$ cat config.mk
export PLATFORM = sky130hd
export DESIGN_NAME = data_cache_top
export DESIGN_NICKNAME = d
export VERILOG_FILES = /design/src/source/cache_pkg.sv /design/src/source/cache_if.sv /design/src/source/cache_cmd_decode.sv /design/src/source/cache_seq.sv /design/src/source/cache_mem.sv /design/src/source/cache_result.sv /design/src/source/data_cache_top.sv
export SDC_FILE = /design/constraint.sdc
export NUM_CORES = 1
export LEC_CHECK = 0
export BUFFER_PORTS_ARGS = -buffer_cell sky130_fd_sc_hd__buf_2
export CAP_MARGIN = 20
export CORE_MARGIN = 2
export CORE_UTILIZATION = 59
export DETAILED_ROUTE_END_ITERATION = 10
export GPL_TIMING_DRIVEN = 0
export PLACE_DENSITY_LB_ADDON = 0.08
export SYNTH_ARGS = -nofsm -noshare
export SYNTH_HDL_FRONTEND = slang
export SYNTH_SLANG_ARGS = --single-unit
$ cat constraint.sdc
create_clock -name clk -period 2.9 [get_ports clk]
set_input_delay 0.29 -clock clk [delete_from_list [all_inputs] [get_ports clk]]
set_output_delay 0.29 -clock clk [all_outputs]
set_load 0.005 [all_outputs]
$ cat src/source/cache_pkg.sv
package cache_pkg;

    localparam int MAT_DIM     = 4;
    localparam int MAT_WORDS   = 16;
    localparam int OUT_CREDITS = 4; // Credit limit toward the array
    localparam int DDR_CREDITS = 2;

    typedef logic [15:0]                        word_t;
    typedef logic [27:0]                        ddr_addr_t;
    typedef logic [$clog2(MAT_WORDS)-1:0]       idx_t;
    typedef logic [$clog2(MAT_DIM)-1:0]         rc_t;
    typedef logic [2:0]                         cmd_t;
    typedef logic [$clog2(OUT_CREDITS+1)-1:0]   out_cred_t;
    typedef logic [$clog2(DDR_CREDITS+1)-1:0]   ddr_cred_t;

    localparam cmd_t CMD_NONE      = 3'd0;
    localparam cmd_t CMD_ROW_LOAD  = 3'd1;
    localparam cmd_t CMD_ROW_STORE = 3'd2;
    localparam cmd_t CMD_COL_LOAD  = 3'd3;
    localparam cmd_t CMD_COL_STORE = 3'd4;
    localparam cmd_t CMD_ADDR_LOAD = 3'd5;

    typedef enum logic [2:0] {
        OP_ROW_LOAD,
        OP_ROW_STORE,
        OP_COL_LOAD,
        OP_COL_STORE,
        OP_ADDR_LOAD,
        OP_DDR_ONLY
    } cache_op_e;

    typedef enum logic [2:0] {
        S_IDLE,
        S_SEND_ROW,
        S_SEND_COL,
        S_GET_ROW,
        S_GET_COL,
        S_SEND_ADDR,
        S_DDR_WRITE,
        S_DDR_END
    } seq_state_e;

endpackage

$ cat src/source/cache_if.sv
`timescale 1ns/100ps

// Decoded operation handed from decode to execute
interface cache_op_if import cache_pkg::*; ();
    logic       op_valid;
    cache_op_e  op;
    logic       ddr_en;
    ddr_addr_t  ddr_base;
    logic       busy;

    modport decode (output op_valid, op, ddr_en, ddr_base, input busy);
    modport seq    (input op_valid, op, ddr_en, ddr_base, output busy);
endinterface

// Per-cycle stream requests from execute to the result stage
interface cache_res_if import cache_pkg::*; ();
    logic       out_req;
    logic       ddr_req;
    ddr_addr_t  ddr_addr;
    logic       sel_addr_word;
    word_t      addr_word;
    logic       done_req;
    logic       out_can;
    logic       ddr_can;

    modport seq (
        output out_req, ddr_req, ddr_addr, sel_addr_word, addr_word, done_req,
        input  out_can, ddr_can
    );
    modport result (
        input  out_req, ddr_req, ddr_addr, sel_addr_word, addr_word, done_req,
        output out_can, ddr_can
    );
endinterface

$ cat src/source/cache_cmd_decode.sv
`timescale 1ns/100ps

module cache_cmd_decode import cache_pkg::*; (
    input  logic        clk,
    input  logic        rst,
    input  logic        cmd_valid,
    input  cmd_t        cmd,
    input  logic        store_ddr_en,
    input  ddr_addr_t   ddr_base,
    output logic        cmd_ready,
    output logic        cmd_err_req,
    cache_op_if.decode  op
);

    logic accept;
    logic legal;

    // Loads with the DDR flag skip their own transfer and only write DDR
    function automatic cache_op_e map_op(input cmd_t code, input logic ddr_flag);
        cache_op_e mapped;
        if (ddr_flag && code != CMD_ROW_STORE && code != CMD_COL_STORE) begin
            mapped = OP_DDR_ONLY;
        end else begin
            case (code)
                CMD_ROW_LOAD:  mapped = OP_ROW_LOAD;
                CMD_ROW_STORE: mapped = OP_ROW_STORE;
                CMD_COL_LOAD:  mapped = OP_COL_LOAD;
                CMD_COL_STORE: mapped = OP_COL_STORE;
                CMD_ADDR_LOAD: mapped = OP_ADDR_LOAD;
                default:       mapped = OP_DDR_ONLY;
            endcase
        end
        return mapped;
    endfunction

    assign legal = (cmd >= CMD_ROW_LOAD && cmd <= CMD_ADDR_LOAD) ||
                   (cmd == CMD_NONE && store_ddr_en);
    assign accept = cmd_valid && cmd_ready;

    // Pending covers the cycle between acceptance and busy rising
    assign cmd_ready = !(op.op_valid || cmd_err_req || op.busy);

    always_ff @(posedge clk or negedge rst) begin
        if (!rst) begin
            op.op_valid <= 1'b0;
            cmd_err_req <= 1'b0;
        end else begin
            op.op_valid <= accept && legal;
            cmd_err_req <= accept && !legal;
        end
    end

    always_ff @(posedge clk) begin
        if (accept) begin
            op.op       <= map_op(cmd, store_ddr_en);
            op.ddr_en   <= store_ddr_en;
            op.ddr_base <= ddr_base; // Held until the next accepted command
        end
    end

endmodule

$ cat src/source/cache_seq.sv
`timescale 1ns/100ps

module cache_seq import cache_pkg::*; (
    input  logic        clk,
    input  logic        rst,
    cache_op_if.seq     op,
    cache_res_if.seq    res,
    input  logic        in_valid,
    input  word_t       in_data,
    output logic        wr_en,
    output idx_t        wr_idx,
    output word_t       wr_data,
    output idx_t        rd_idx
);

    seq_state_e state;
    seq_state_e state_next;
    rc_t        row_q;
    rc_t        col_q;
    idx_t       word_q;
    idx_t       cur_idx;
    logic       step;
    logic       last;
    logic       col_major;
    logic [1:0] tail_q;

    assign cur_idx   = {row_q, col_q};
    assign col_major = (state == S_SEND_COL) || (state == S_GET_COL);
    assign last      = (state == S_SEND_ADDR) ? (word_q == idx_t'(1)) :
                                                (word_q == idx_t'(MAT_WORDS - 1));

    // Tail keeps busy up until done has left the result stage
    assign op.busy = (state != S_IDLE) || (tail_q != 2'b00);

    assign rd_idx  = cur_idx;
    assign wr_idx  = cur_idx;
    assign wr_data = in_data;

    always_comb begin
        state_next        = state;
        step              = 1'b0;
        wr_en             = 1'b0;
        res.out_req       = 1'b0;
        res.ddr_req       = 1'b0;
        res.done_req      = 1'b0;
        res.sel_addr_word = (state == S_SEND_ADDR);
        res.addr_word     = word_q[0] ? op.ddr_base[15:0] : {4'd0, op.ddr_base[27:16]};
        res.ddr_addr      = op.ddr_base + ddr_addr_t'(cur_idx);
        case (state)
            S_IDLE: begin
                if (op.op_valid) begin
                    case (op.op)
                        OP_ROW_LOAD:  state_next = S_SEND_ROW;
                        OP_ROW_STORE: state_next = S_GET_ROW;
                        OP_COL_LOAD:  state_next = S_SEND_COL;
                        OP_COL_STORE: state_next = S_GET_COL;
                        OP_ADDR_LOAD: state_next = S_SEND_ADDR;
                        default:      state_next = S_DDR_WRITE;
                    endcase
                end
            end
            S_SEND_ROW, S_SEND_COL, S_SEND_ADDR: begin
                res.out_req = res.out_can; // Stall here while the array has no credit
                step        = res.out_can;
                if (step && last) begin
                    state_next = S_DDR_END;
                end
            end
            S_GET_ROW, S_GET_COL: begin
                wr_en = in_valid;
                step  = in_valid;
                if (step && last) begin
                    state_next = op.ddr_en ? S_DDR_WRITE : S_DDR_END;
                end
            end
            S_DDR_WRITE: begin
                res.ddr_req = res.ddr_can;
                step        = res.ddr_can;
                if (step && last) begin
                    state_next = S_DDR_END;
                end
            end
            S_DDR_END: begin
                res.done_req = 1'b1;
                state_next   = S_IDLE;
            end
            default: state_next = S_IDLE;
        endcase
    end

    always_ff @(posedge clk or negedge rst) begin
        if (!rst) begin
            state  <= S_IDLE;
            row_q  <= '0;
            col_q  <= '0;
            word_q <= '0;
            tail_q <= '0;
        end else begin
            state  <= state_next;
            tail_q <= {tail_q[0], res.done_req};
            if (step) begin
                if (last) begin
                    row_q  <= '0;
                    col_q  <= '0;
                    word_q <= '0;
                end else begin
                    word_q <= word_q + 1'b1;
                    if (col_major) begin
                        // Column is the outer loop here
                        row_q <= row_q + 1'b1;
                        if (row_q == rc_t'(MAT_DIM - 1)) begin
                            col_q <= col_q + 1'b1;
                        end
                    end else begin
                        col_q <= col_q + 1'b1;
                        if (col_q == rc_t'(MAT_DIM - 1)) begin
                            row_q <= row_q + 1'b1;
                        end
                    end
                end
            end
        end
    end

endmodule

$ cat src/source/cache_mem.sv
`timescale 1ns/100ps

module cache_mem import cache_pkg::*; (
    input  logic    clk,
    input  logic    wr_en,
    input  idx_t    wr_idx,
    input  word_t   wr_data,
    input  idx_t    rd_idx,
    output word_t   rd_data
);

    word_t mem [MAT_WORDS];

    always_ff @(posedge clk) begin
        if (wr_en) begin
            mem[wr_idx] <= wr_data;
        end
        rd_data <= mem[rd_idx]; // Read is registered on every clock
    end

endmodule

$ cat src/source/cache_result.sv
`timescale 1ns/100ps

module cache_result import cache_pkg::*; (
    input  logic        clk,
    input  logic        rst,
    cache_res_if.result res,
    input  word_t       rd_data,
    input  logic        cmd_err_req,
    input  logic        out_credit,
    input  logic        ddr_credit,
    output logic        out_valid,
    output word_t       out_data,
    output logic        ddr_wr_valid,
    output ddr_addr_t   ddr_wr_addr,
    output word_t       ddr_wr_data,
    output logic        done,
    output logic        cmd_err
);

    out_cred_t  out_cnt;
    ddr_cred_t  ddr_cnt;
    logic       out_req_q;
    logic       ddr_req_q;
    logic       done_q;
    logic       sel_q;
    word_t      addr_word_q;
    ddr_addr_t  ddr_addr_q;

    assign res.out_can = (out_cnt != '0);
    assign res.ddr_can = (ddr_cnt != '0);
    assign cmd_err     = cmd_err_req;

    always_ff @(posedge clk or negedge rst) begin
        if (!rst) begin
            out_cnt      <= out_cred_t'(OUT_CREDITS);
            ddr_cnt      <= ddr_cred_t'(DDR_CREDITS);
            out_req_q    <= 1'b0;
            ddr_req_q    <= 1'b0;
            done_q       <= 1'b0;
            out_valid    <= 1'b0;
            ddr_wr_valid <= 1'b0;
            done         <= 1'b0;
        end else begin
            // Credit is spent when the request is made, not when the word leaves
            out_cnt      <= out_cnt - out_cred_t'(res.out_req) + out_cred_t'(out_credit);
            ddr_cnt      <= ddr_cnt - ddr_cred_t'(res.ddr_req) + ddr_cred_t'(ddr_credit);
            out_req_q    <= res.out_req;
            ddr_req_q    <= res.ddr_req;
            done_q       <= res.done_req;
            out_valid    <= out_req_q;
            ddr_wr_valid <= ddr_req_q;
            // The done request trails the last data request through both stages
            done         <= done_q;
        end
    end

    always_ff @(posedge clk) begin
        sel_q       <= res.sel_addr_word;
        addr_word_q <= res.addr_word;
        ddr_addr_q  <= res.ddr_addr;
        if (out_req_q) begin
            out_data <= sel_q ? addr_word_q : rd_data;
        end
        if (ddr_req_q) begin
            ddr_wr_addr <= ddr_addr_q;
            ddr_wr_data <= rd_data;
        end
    end

endmodule

$ cat src/source/data_cache_top.sv
`timescale 1ns/100ps

module data_cache_top import cache_pkg::*; (
    input  logic        clk,
    input  logic        rst,
    input  logic        cmd_valid,
    input  cmd_t        cmd,
    input  logic        store_ddr_en,
    input  ddr_addr_t   ddr_base,
    output logic        cmd_ready,
    input  logic        in_valid,
    input  word_t       in_data,
    output logic        out_valid,
    output word_t       out_data,
    input  logic        out_credit,
    output logic        ddr_wr_valid,
    output ddr_addr_t   ddr_wr_addr,
    output word_t       ddr_wr_data,
    input  logic        ddr_credit,
    output logic        done,
    output logic        cmd_err
);

    logic   cmd_err_req;
    logic   wr_en;
    idx_t   wr_idx;
    word_t  wr_data;
    idx_t   rd_idx;
    word_t  rd_data;

    cache_op_if  op_if ();
    cache_res_if res_if ();

    cache_cmd_decode decode_i (
        .clk          (clk),
        .rst          (rst),
        .cmd_valid    (cmd_valid),
        .cmd          (cmd),
        .store_ddr_en (store_ddr_en),
        .ddr_base     (ddr_base),
        .cmd_ready    (cmd_ready),
        .cmd_err_req  (cmd_err_req),
        .op           (op_if.decode)
    );

    cache_seq seq_i (
        .clk      (clk),
        .rst      (rst),
        .op       (op_if.seq),
        .res      (res_if.seq),
        .in_valid (in_valid),
        .in_data  (in_data),
        .wr_en    (wr_en),
        .wr_idx   (wr_idx),
        .wr_data  (wr_data),
        .rd_idx   (rd_idx)
    );

    cache_mem mem_i (
        .clk     (clk),
        .wr_en   (wr_en),
        .wr_idx  (wr_idx),
        .wr_data (wr_data),
        .rd_idx  (rd_idx),
        .rd_data (rd_data)
    );

    cache_result result_i (
        .clk          (clk),
        .rst          (rst),
        .res          (res_if.result),
        .rd_data      (rd_data),
        .cmd_err_req  (cmd_err_req),
        .out_credit   (out_credit),
        .ddr_credit   (ddr_credit),
        .out_valid    (out_valid),
        .out_data     (out_data),
        .ddr_wr_valid (ddr_wr_valid),
        .ddr_wr_addr  (ddr_wr_addr),
        .ddr_wr_data  (ddr_wr_data),
        .done         (done),
        .cmd_err      (cmd_err)
    );

endmodule

Yosys cells after proc, flatten, opt, wreduce, memory -nomap -nowiden --
Memories as Yosys holds them, arrays and structs flattened. A register that Yosys moved wholly into a read port is not among the register bits. Index checks and enable logic that the tools add are counted.
Word-level totals: register bits after elaboration 163, latch bits 0, memory bits (writable) 256, ROM bits 0, input bits 54, output and inout bits 65, word-level logic and storage cells 118, memories kept 1
Memory list:
- mem_i.mem | words 16, width 16, rd ports 1, clocked after memory_dff 1, write ports 1, line cache_mem.sv:12 | word_t mem [MAT_WORDS];
Cells by class: $add $sub $neg 8, multipliers 0, divide/modulo/power cells 0, order comparisons 2, eq/ne operators 27, shift-type cells 0, multiplexer cells 25, bitwise gates (word level) 0, reduce and logical (&&, ||, !) cells 30
Operators by type and width (number):
- $pmux W3 S5 | 3
- $add A28 B4 Y28 | 1
- $eq A3 B3 Y1 const B | 7
- $eq A3 B2 Y1 const B | 6
- $mux W16 | 1
- $mux W12 | 1
- $mux W2 | 6
- $mux W3 | 4
- $logic_and A1 B1 Y1 | 10
- $eq A3 B1 Y1 const B | 3
- $logic_not A3 Y1 | 3
- $reduce_bool A3 Y1 | 3
- $mux W1 | 8
- $ne A2 B1 Y1 const B | 3
- $ne A3 B2 Y1 const B | 2
- $logic_or A1 B1 Y1 | 5
- $add A2 B1 Y2 const B | 2
- $add A4 B1 Y4 const B | 1
- $eq A2 B2 Y1 const B | 2
- $eq A4 B1 Y1 const B | 1
- $eq A4 B4 Y1 const B | 1
- $mux W4 | 1
- $reduce_and A2 Y1 | 2
- $reduce_and A4 Y1 | 1
- other kinds (13) | 15

Logic depth before layout (Yosys ltp) --
Gate-level depths: netlist of the first run.
word-level depth 6, gate-level depth with buffers 9

By module --
Synthesis of the first run repeated with hierarchy kept, for this count alone.
Unflattened totals: cells, all modules 863, area total of the unflattened synthesis 16399.5 um2
By module, submodules not included:
- cache_mem | instances 1, cells an instance 432, area each 10042.1 um2, sequential area each 8007.7 um2
- cache_result | instances 1, cells an instance 150, area each 3389.5 um2, sequential area each 2980.4 um2
- cache_seq | instances 1, cells an instance 221, area each 1789.2 um2, sequential area each 325.3 um2
- cache_cmd_decode | instances 1, cells an instance 60, area each 1178.6 um2, sequential area each 1011.0 um2

Worst setup path before layout of the first run --
No wires, ideal clock.
path kind register -> register, start point reg seq_i.state[2], end point reg decode_i.op.ddr_base[0], enable pin, setup time 387 ps, arrival 1894 ps, slack 620 ps, stages on the path, launching flop included 6, clock period less this slack 2280 ps, path through dfrtp_1 -> buf_4 -> or4_1 -> nor2_1 -> nand2_1 -> inv_1
Between the ends: cells in the longest elaborated chain, start to end 5
RTL lines:
- start: declaration | line cache_seq.sv:16 | seq_state_e state;
- start signal: assignment | line cache_seq.sv:99 | state <= state_next;
- $reduce_bool A3 Y1 | line cache_seq.sv:33 | assign op.busy = (state != S_IDLE) || (tail_q != 2'b00);
- $logic_or A1 B1 Y1 | line cache_seq.sv:33
- $logic_or A1 B1 Y1 | line cache_cmd_decode.sv:41 | assign cmd_ready = !(op.op_valid || cmd_err_req || op.busy);
- $logic_not A1 Y1 | line cache_cmd_decode.sv:41
- net cmd_ready | line data_cache_top.sv:10 | output logic cmd_ready,
- $logic_and A1 B1 Y1 | line cache_cmd_decode.sv:38 | assign accept = cmd_valid && cmd_ready;
- net decode_i.accept | line cache_cmd_decode.sv:15 | logic accept;
- end: declaration | line cache_if.sv:11 | modport decode (output op_valid, op, ddr_en, ddr_base, input busy);
The timed path passes the listed nets, and every way through them passes these cells. A chain may end at the register's enable or synchronous reset.

Worst setup path in the final report of the first run --
start point reg seq_i.col_q[1], end point reg result_i.ddr_addr_q[22]
Between the ends: cells in the longest elaborated chain, start to end 1
RTL lines:
- start: declaration | line cache_seq.sv:19 | rc_t col_q;
- start signal: assignment | line cache_seq.sv:112 | col_q <= col_q + 1'b1;
- start signal: assignment | line cache_seq.sv:115 | col_q <= col_q + 1'b1;
- $add A28 B4 Y28 | line cache_seq.sv:48 | res.ddr_addr = op.ddr_base + ddr_addr_t'(cur_idx);
- net res_if.ddr_addr[22] | line cache_if.sv:19 | ddr_addr_t ddr_addr;
- end signal: assignment | line cache_result.sv:60 | ddr_addr_q <= res.ddr_addr;
- end: declaration | line cache_result.sv:27 | ddr_addr_t ddr_addr_q;
The timed path passes the listed nets, and every way through them passes these cells.

==> out/metrics.csv, run 1 <==
stage,metric,value,unit
outcome,status,"finished, final reports clean",
sta,FMAX,0.364,GHz
cells_and_area,Area Growth Syn to Fin,17.8,%
floorplan,Rows,60,
route,vias per inst,5.92,
route,total wire length,34100,um
yosys,Syn Nets,882,
sta,Rel. slew slack,0.280,
placement,placed insts,1264,
clock_tree,clk buf depth,3,
yosys,top-area cell type share of the netlist area,0.643,
yosys,Synth Warn #,0,
clock_tree,CTS Sinks,433,
cells_and_area,share of post-route cells with drive strength above 1,0.301,
floorplan,io pins,119,
critical_path,RR Startpoint,seq_i.col_q[1],
route,DR vias,8172,
sta,Final Skew,0.0222,ns
sta,Hold Slack,0.0387,ns
yosys,Post-Synthesis Cell Area,16300,sq um
sta,Setup Viol. Count Final,0,
route,drt first-iter violations,857,
clock_tree,Worst-Skew Late Latency,0.54,ns
placement,DP HPWL,20400,um
placement,Placed Area,17300,sq um
pwr,leakage,0.00686,uW
yosys,Post-synth EDFFs,348,
critical_path,Setup crit end kind,flop,
cells_and_area,non-filler instance count after layout,1381,
sta,RSZ-0062 raised after global routing,no,
global_route,initial antenna violation count,2,
pwr,maximum VDD drop,619,uV
yosys,Synth Register Bits,433,
critical_path,FF-to-FF setup slack,0.15,ns
yosys,main flop type after synthesis,edfxtp_1,
floorplan,Initial Util,0.601,
yosys,Area contributors post-synth,"edfxtp_1 64%, mux4_2 9.3%, dfxtp_1 7.5%",
route,DR pass1 iterations,4,
critical_path,Crit Path Category,reg -> reg,
cells_and_area,Post-layout nets,1085,
placement,Placer Congestion,0.809,
sta,slew at the pin with the worst max-slew slack,1.08,ns
clock_tree,clk root buf,clkbuf_16,
cells_and_area,Finished Cell Area,19100,sq um
route,WL/cell,24.7,um
critical_path,crit path launch,seq_i.col_q[1],
global_route,largest net degree at the start of global routing,35,
critical_path,reg2reg end,result_i.ddr_addr_q[22],
sta,max-slew violation count,0,
cells_and_area,Fillers,1666,
critical_path,startpoint types,flop,
critical_path,WP data arrival,3.16,ns
clock_tree,clock-pin slew on the worst setup and hold paths,0.06,ns
critical_path,critical path data required time,3.31,ns
clock_tree,CTS tree,yes,
sta,Fin. Hold Viols,0,
critical_path,worst reg-to-reg path cell count,9,
floorplan,die area,28900,sq um
global_route,global-route wire length before repair,50500,um
clock_tree,Num CTS Buffers,44,
yosys,"Seq/Total Area, Yosys",0.755,
global_route,vias in the first global route,8533,
global_route,global-route usage over all layers,0.241,
yosys,async set-reset flop share out of synthesis,0.0554,
global_route,Congestion Overflow GR,0,
cells_and_area,final core utilization,0.708,
route,# DRC,0,
floorplan,die height,170,um
critical_path,CP Max Fanout,10,
yosys,Yosys top cell by area,edfxtp_1,
critical_path,CP endpoint,result_i.ddr_addr_q[22],
yosys,syn_area_per_cell,20.2,sq um
sta,fin crit share,0.947,
job,maxcap violations,0,
pwr,pwr/cell area,947,nW/um^2
yosys,number of distinct library cells after synthesis,58,
cells_and_area,# diodes,0,
floorplan,Core Area,27000,sq um
sta,min cycle time layout,2.75,ns
yosys,Post-Syn Instances,803,
floorplan,Die W,170,um
clock_tree,H-Tree Depth,2,
min_path,HP Class,in -> reg,
route,post-detailed-route count of antenna-violating nets,0,
placement,number of port buffers,117,
## per-layer routing
layer / share of wire / track usage
met5: 0.00067 / 0
met2: 0.49 / 0.409
met3: 0.067 / 0.0458
met4: 0.029 / 0.0829
met1: 0.41 / 0.318
## placed cells by master (no fill, tap or decap), types with 3 or more instances in the layout
master and instances:
xnor2_1 20, mux4_1 13, mux4_2 67, buf_16 5, nand2b_1 4, clkbuf_16 45, xor2_1 11, buf_2 124
dlygate4sd3_1 32, ha_1 23, clkbuf_8 3, nor2b_1 5, nand3_1 5, and3_1 11, and3_2 6, dfxtp_1 61
mux2i_1 5, nor3_1 7, a31oi_1 4, nor2_1 24, buf_6 4, clkbuf_1 19, clkinv_1 4, and4_1 4
buf_8 3, or3_1 3, mux2_2 27, and2_1 8, edfxtp_1 348, buf_12 4, nand4_1 8, nand2_1 19
dfrtp_1 21, o21ai_0 6, clkinv_2 9, inv_1 23, a21oi_1 12
## area by class of cell
| cell class | count | area, sq um | share of cell area |
|---|---|---|---|
| tap | 341 | 427 | 0.0223 |
| multi-input combinational | 320 | 3680 | 0.192 |
| sequential | 433 | 12300 | 0.641 |
| clock inverter | 18 | 144 | 0.00752 |
| inverter | 24 | 90.1 | 0.00471 |
| buffer | 26 | 214 | 0.0112 |
| clock buffer | 62 | 1220 | 0.0637 |
| timing repair buffer | 157 | 1090 | 0.0571 |
## state kept, by name, summed over array words and instances, names as in the netlist, 4 cells and up
signal,cells
decode_i.op.ddr_base,28
result_i.out_data,16
mem_i.mem,256
seq_i.word_q,4
result_i.addr_word_q,16
result_i.ddr_addr_q,28
result_i.ddr_wr_addr,28
mem_i.rd_data,16
result_i.ddr_wr_data,16
## cell families (layout without fill, tap and decap cells)
family / after synthesis / count (layout) / synth area share
DFF: 433 / 433 / 0.755
and+or+nand+nor: 114 / 114 / 0.0385
muxes: 113 / 113 / 0.137
buffers and inverters: 50 / 287 / 0.0187
AOI/OAI and AO/OA: 37 / 37 / 0.0142
xor gates and xnor gates: 31 / 31 / 0.0167
adders and majority gates: 25 / 25 / 0.0202
## critical path, cell delays in order (launching register included)
cell and delay [ns]:
dfrtp_1 0.45, buf_4 0.24, buf_6 0.21, inv_1 0.16, fa_1 0.46, nor2b_1 0.22
o31ai_1 0.18, nor3b_2 0.39, nand4_1 0.17, xnor2_1 0.15
## Yosys cell counts, types with 4 or more instances
library cell	number
clkbuf_1	5
o21ai_0	6
mux4_2	67
nand2b_1	4
mux2_2	27
nor2b_1	5
nand4_1	8
edfxtp_1	348
a31oi_1	4
mux2i_1	5
dfrtp_1	22
a21oi_1	12
nand3_1	5
buf_2	7
mux4_1	13
xnor2_1	20
nand2_1	19
and4_1	4
nor3_1	7
buf_6	4
inv_1	23
and2_1	8
ha_1	23
dfxtp_1	61
nor2_1	24
xor2_1	11
and3_1	17
## metrics by stage
step	worst slack (ns)	TNS [ns]	total power (uW)
5_1_grt	0.0278	0	18900
3_5_place_dp	-0.00141	-0.00606	12800
4_1_cts	0.000252	0	18200
6_report	0.154	0	18100
3_3_place_gp	0.169	0	12600
2_1_floorplan	0.620	0	11200
## how the worst min path moves through the flow
stage	end	start	slack, ns	cells past startpoint
2_1_floorplan	decode_i.cmd_err_req	rst	-0.006	0
3_3_place_gp	result_i.out_cnt[0]	rst	0.29	1
3_5_place_dp	result_i.out_cnt[0]	rst	0.31	1
4_1_cts	decode_i.cmd_err_req	cmd_valid	0.02	3
5_1_grt	decode_i.cmd_err_req	cmd_valid	0.05	3
6_report	decode_i.cmd_err_req	cmd_valid	0.04	3
## power breakdown
part / leakage, uW / internal, uW / switching, uW / total [uW]
registers: 0.00395 / 7740 / 455 / 8190
logic: 0.00224 / 2270 / 2320 / 4600
clock network: 0.000667 / 3110 / 2230 / 5340
## timing repair
item,CTS,global route
hold buffers,32,0
pin swaps,0,0
hold endpoints to repair,53,0
setup buffers,0,0
setup endpoints to repair,16,80
gates resized for setup,1,5
(Power assumes the default switching activity.)
==> run 2: changes to the inputs <==
- BUFFER_PORTS_ARGS: -buffer_cell sky130_fd_sc_hd__buf_2 -> -buffer_cell sky130_fd_sc_hd__buf_4
==> out/metrics.csv, run 2 (same netlist as run 1, synthesis figures left out) <==
stage,metric,value,unit
outcome,status,"finished, final reports clean",
placement,number of port buffers,117,
critical_path,RR Startpoint,seq_i.col_q[1],
sta,slew at the pin with the worst max-slew slack,1.11,ns
clock_tree,H-Tree Depth,2,
pwr,maximum VDD drop,586,uV
critical_path,CP endpoint,result_i.ddr_addr_q[22],
global_route,initial antenna violation count,1,
route,DR pass1 iterations,7,
sta,max-slew violation count,0,
cells_and_area,Post-layout nets,1080,
floorplan,die area,28900,sq um
floorplan,io pins,119,
critical_path,Setup crit end kind,flop,
sta,Fin Setup TNS,0,ns
global_route,global-route usage over all layers,0.242,
critical_path,critical path data required time,3.32,ns
critical_path,critical path cell sequence,"buf_4, buf_6, inv_1, fa_1, nor2b_1, o31ai_1, nor3b_2, buf_4, nand4_1, xnor2_1",
cells_and_area,Top reg by flops,mem_i.mem,
floorplan,Initial Util,0.601,
critical_path,Critical Path Most Common Cell,buf_4,
pwr,leakage,0.00696,uW
job,maxcap violations,0,
critical_path,WP data arrival,3.21,ns
critical_path,CP Max Fanout,10,
sta,min cycle time layout,2.79,ns
route,vias per inst,5.93,
floorplan,die height,170,um
cells_and_area,non-filler instance count after layout,1376,
cells_and_area,register area,12300,sq um
critical_path,Crit Path Category,reg -> reg,
cells_and_area,"most common cell after layout, fill and taps aside",edfxtp_1,
route,highest routed layer,met4,
critical_path,Buf/Inv on CP,4,
route,post-detailed-route count of antenna-violating nets,0,
critical_path,FF-to-FF setup slack,0.11,ns
route,WL/cell,24.6,um
critical_path,worst reg-to-reg path cell count,10,
global_route,largest net degree at the start of global routing,35,
sta,Fin. Hold Viols,0,
critical_path,"CP delay by family, top",buffers and inverters,
placement,Placer Congestion,0.828,
cells_and_area,max FFs per register,256,
cells_and_area,Area Growth Syn to Fin,19.6,%
route,total wire length,33800,um
route,drt first-iter violations,744,
min_path,HP Class,in -> reg,
placement,placed insts,1263,
critical_path,startpoint types,flop,
sta,Rel. slew slack,0.261,
cells_and_area,most frequent cells in the layout,"348 x edfxtp_1, 120 x buf_4, 67 x mux4_2, 61 x dfxtp_1, 45 x clkbuf_16",
cells_and_area,area of the multi-input gates,3690,sq um
clock_tree,clk root buf,clkbuf_16,
floorplan,Core Area,27000,sq um
pwr,pwr/cell area,958,nW/um^2
global_route,vias in the first global route,8520,
clock_tree,CTS tree,yes,
critical_path,reg2reg end,result_i.ddr_addr_q[22],
placement,DP HPWL,20700,um
route,DR vias,8155,
sta,RSZ-0062 raised after global routing,no,
critical_path,"slowest stage cell, crit path",dfrtp_1,
critical_path,Worst path depth,10,
route,# DRC,0,
sta,Setup Viol. Count Final,0,
sta,Final Skew,0.0184,ns
placement,Placed Area,17600,sq um
sta,fin crit share,0.963,
critical_path,crit path launch,seq_i.col_q[1],
cells_and_area,share of post-route cells with drive strength above 1,0.301,
route,met1 wire length,13400,um
global_route,global-route wire length before repair,50800,um
sta,FMAX,0.358,GHz
clock_tree,clock-pin slew on the worst setup and hold paths,0.06,ns
clock_tree,Worst-Skew Late Latency,0.53,ns
route,DR WL met3,2150,um
cells_and_area,Finished Cell Area,19400,sq um
route,met2 wire length,17300,um
global_route,Congestion Overflow GR,0,
clock_tree,CTS Sinks,433,
clock_tree,Num CTS Buffers,43,
clock_tree,clk buf depth,3,
floorplan,Rows,60,
floorplan,Die W,170,um
critical_path,Worst path max stage delay,0.50,ns
cells_and_area,Fillers,1596,
==> run 2: changes by cell type in the layout (fill, tap and decap cells not counted), moves of 2 or more <==
| cell | change |
|---|---|
| and3_1 | -4 |
| buf_2 | -117 |
| bufinv_16 | +5 |
| clkinv_1 | +2 |
| and3_2 | +4 |
| buf_4 | +118 |
| clkinv_2 | -4 |
| clkinvlp_4 | -2 |
| buf_16 | -3 |
==> run 2: layer usage <==
metal  up-vias  GRT usage
li1       3592          -
met1      4149      0.315
met2       346      0.422
met3        68     0.0384
met4         0     0.0792
met5         -          0
==> run 2: final cells by class <==
cell class	instances	share of cell area
Clock inverter	18	0.0133
Buffer	26	0.0110
Inverter	24	0.00463
Sequential cell	433	0.631
Clock buffer	60	0.0618
Multi-Input combinational cell	320	0.190
Tap cell	341	0.0219
Antenna cell	1	0.000129
Timing Repair Buffer	153	0.0662
==> run 2: per-stage QoR <==
step | hold WS [ns] | power [uW] | utilization | setup WS [ns]
6_report | 0.0228 | 18600 | 0.719 | 0.109
5_1_grt | 0.0155 | 19400 | 0.719 | 0.0536
4_1_cts | 0.0122 | 18700 | 0.717 | 0.00774
3_5_place_dp | 0.212 | 13000 | 0.651 | 0.0270
3_3_place_gp | 0.200 | 12800 | 0.650 | 0.178
2_1_floorplan | -0.00559 | 11200 | - | 0.620
==> run 2: what timing repair did <==
action / 4_1_cts / 5_1_grt
resized for setup: 4 / 6
setup endpoints to repair: 48 / 98
hold buffers: 31 / 0
hold endpoints to repair: 54 / 0
buffers inserted: 0 / 1
pin swaps: 0 / 1
==> run 2: report_power, final <==
group | switching (uW) | internal, uW | total, uW | leakage [uW]
Sequential | 476 | 7740 | 8210 | 0.00395
Combinational | 2310 | 2420 | 4730 | 0.00230
Clock | 2180 | 3510 | 5690 | 0.000712
==> run 2: worst min path at each step <==
stage                from                   end  slack, ns  cells past startpoint
4_1_cts        ddr_credit   result_i.ddr_cnt[0]       0.01                      2
3_5_place_dp          rst   result_i.out_cnt[0]       0.21                      1
3_3_place_gp          rst   result_i.out_cnt[0]       0.20                      1
5_1_grt        ddr_credit   result_i.ddr_cnt[0]       0.02                      2
2_1_floorplan         rst  decode_i.cmd_err_req     -0.006                      0
6_report       ddr_credit   result_i.ddr_cnt[0]       0.02                      2
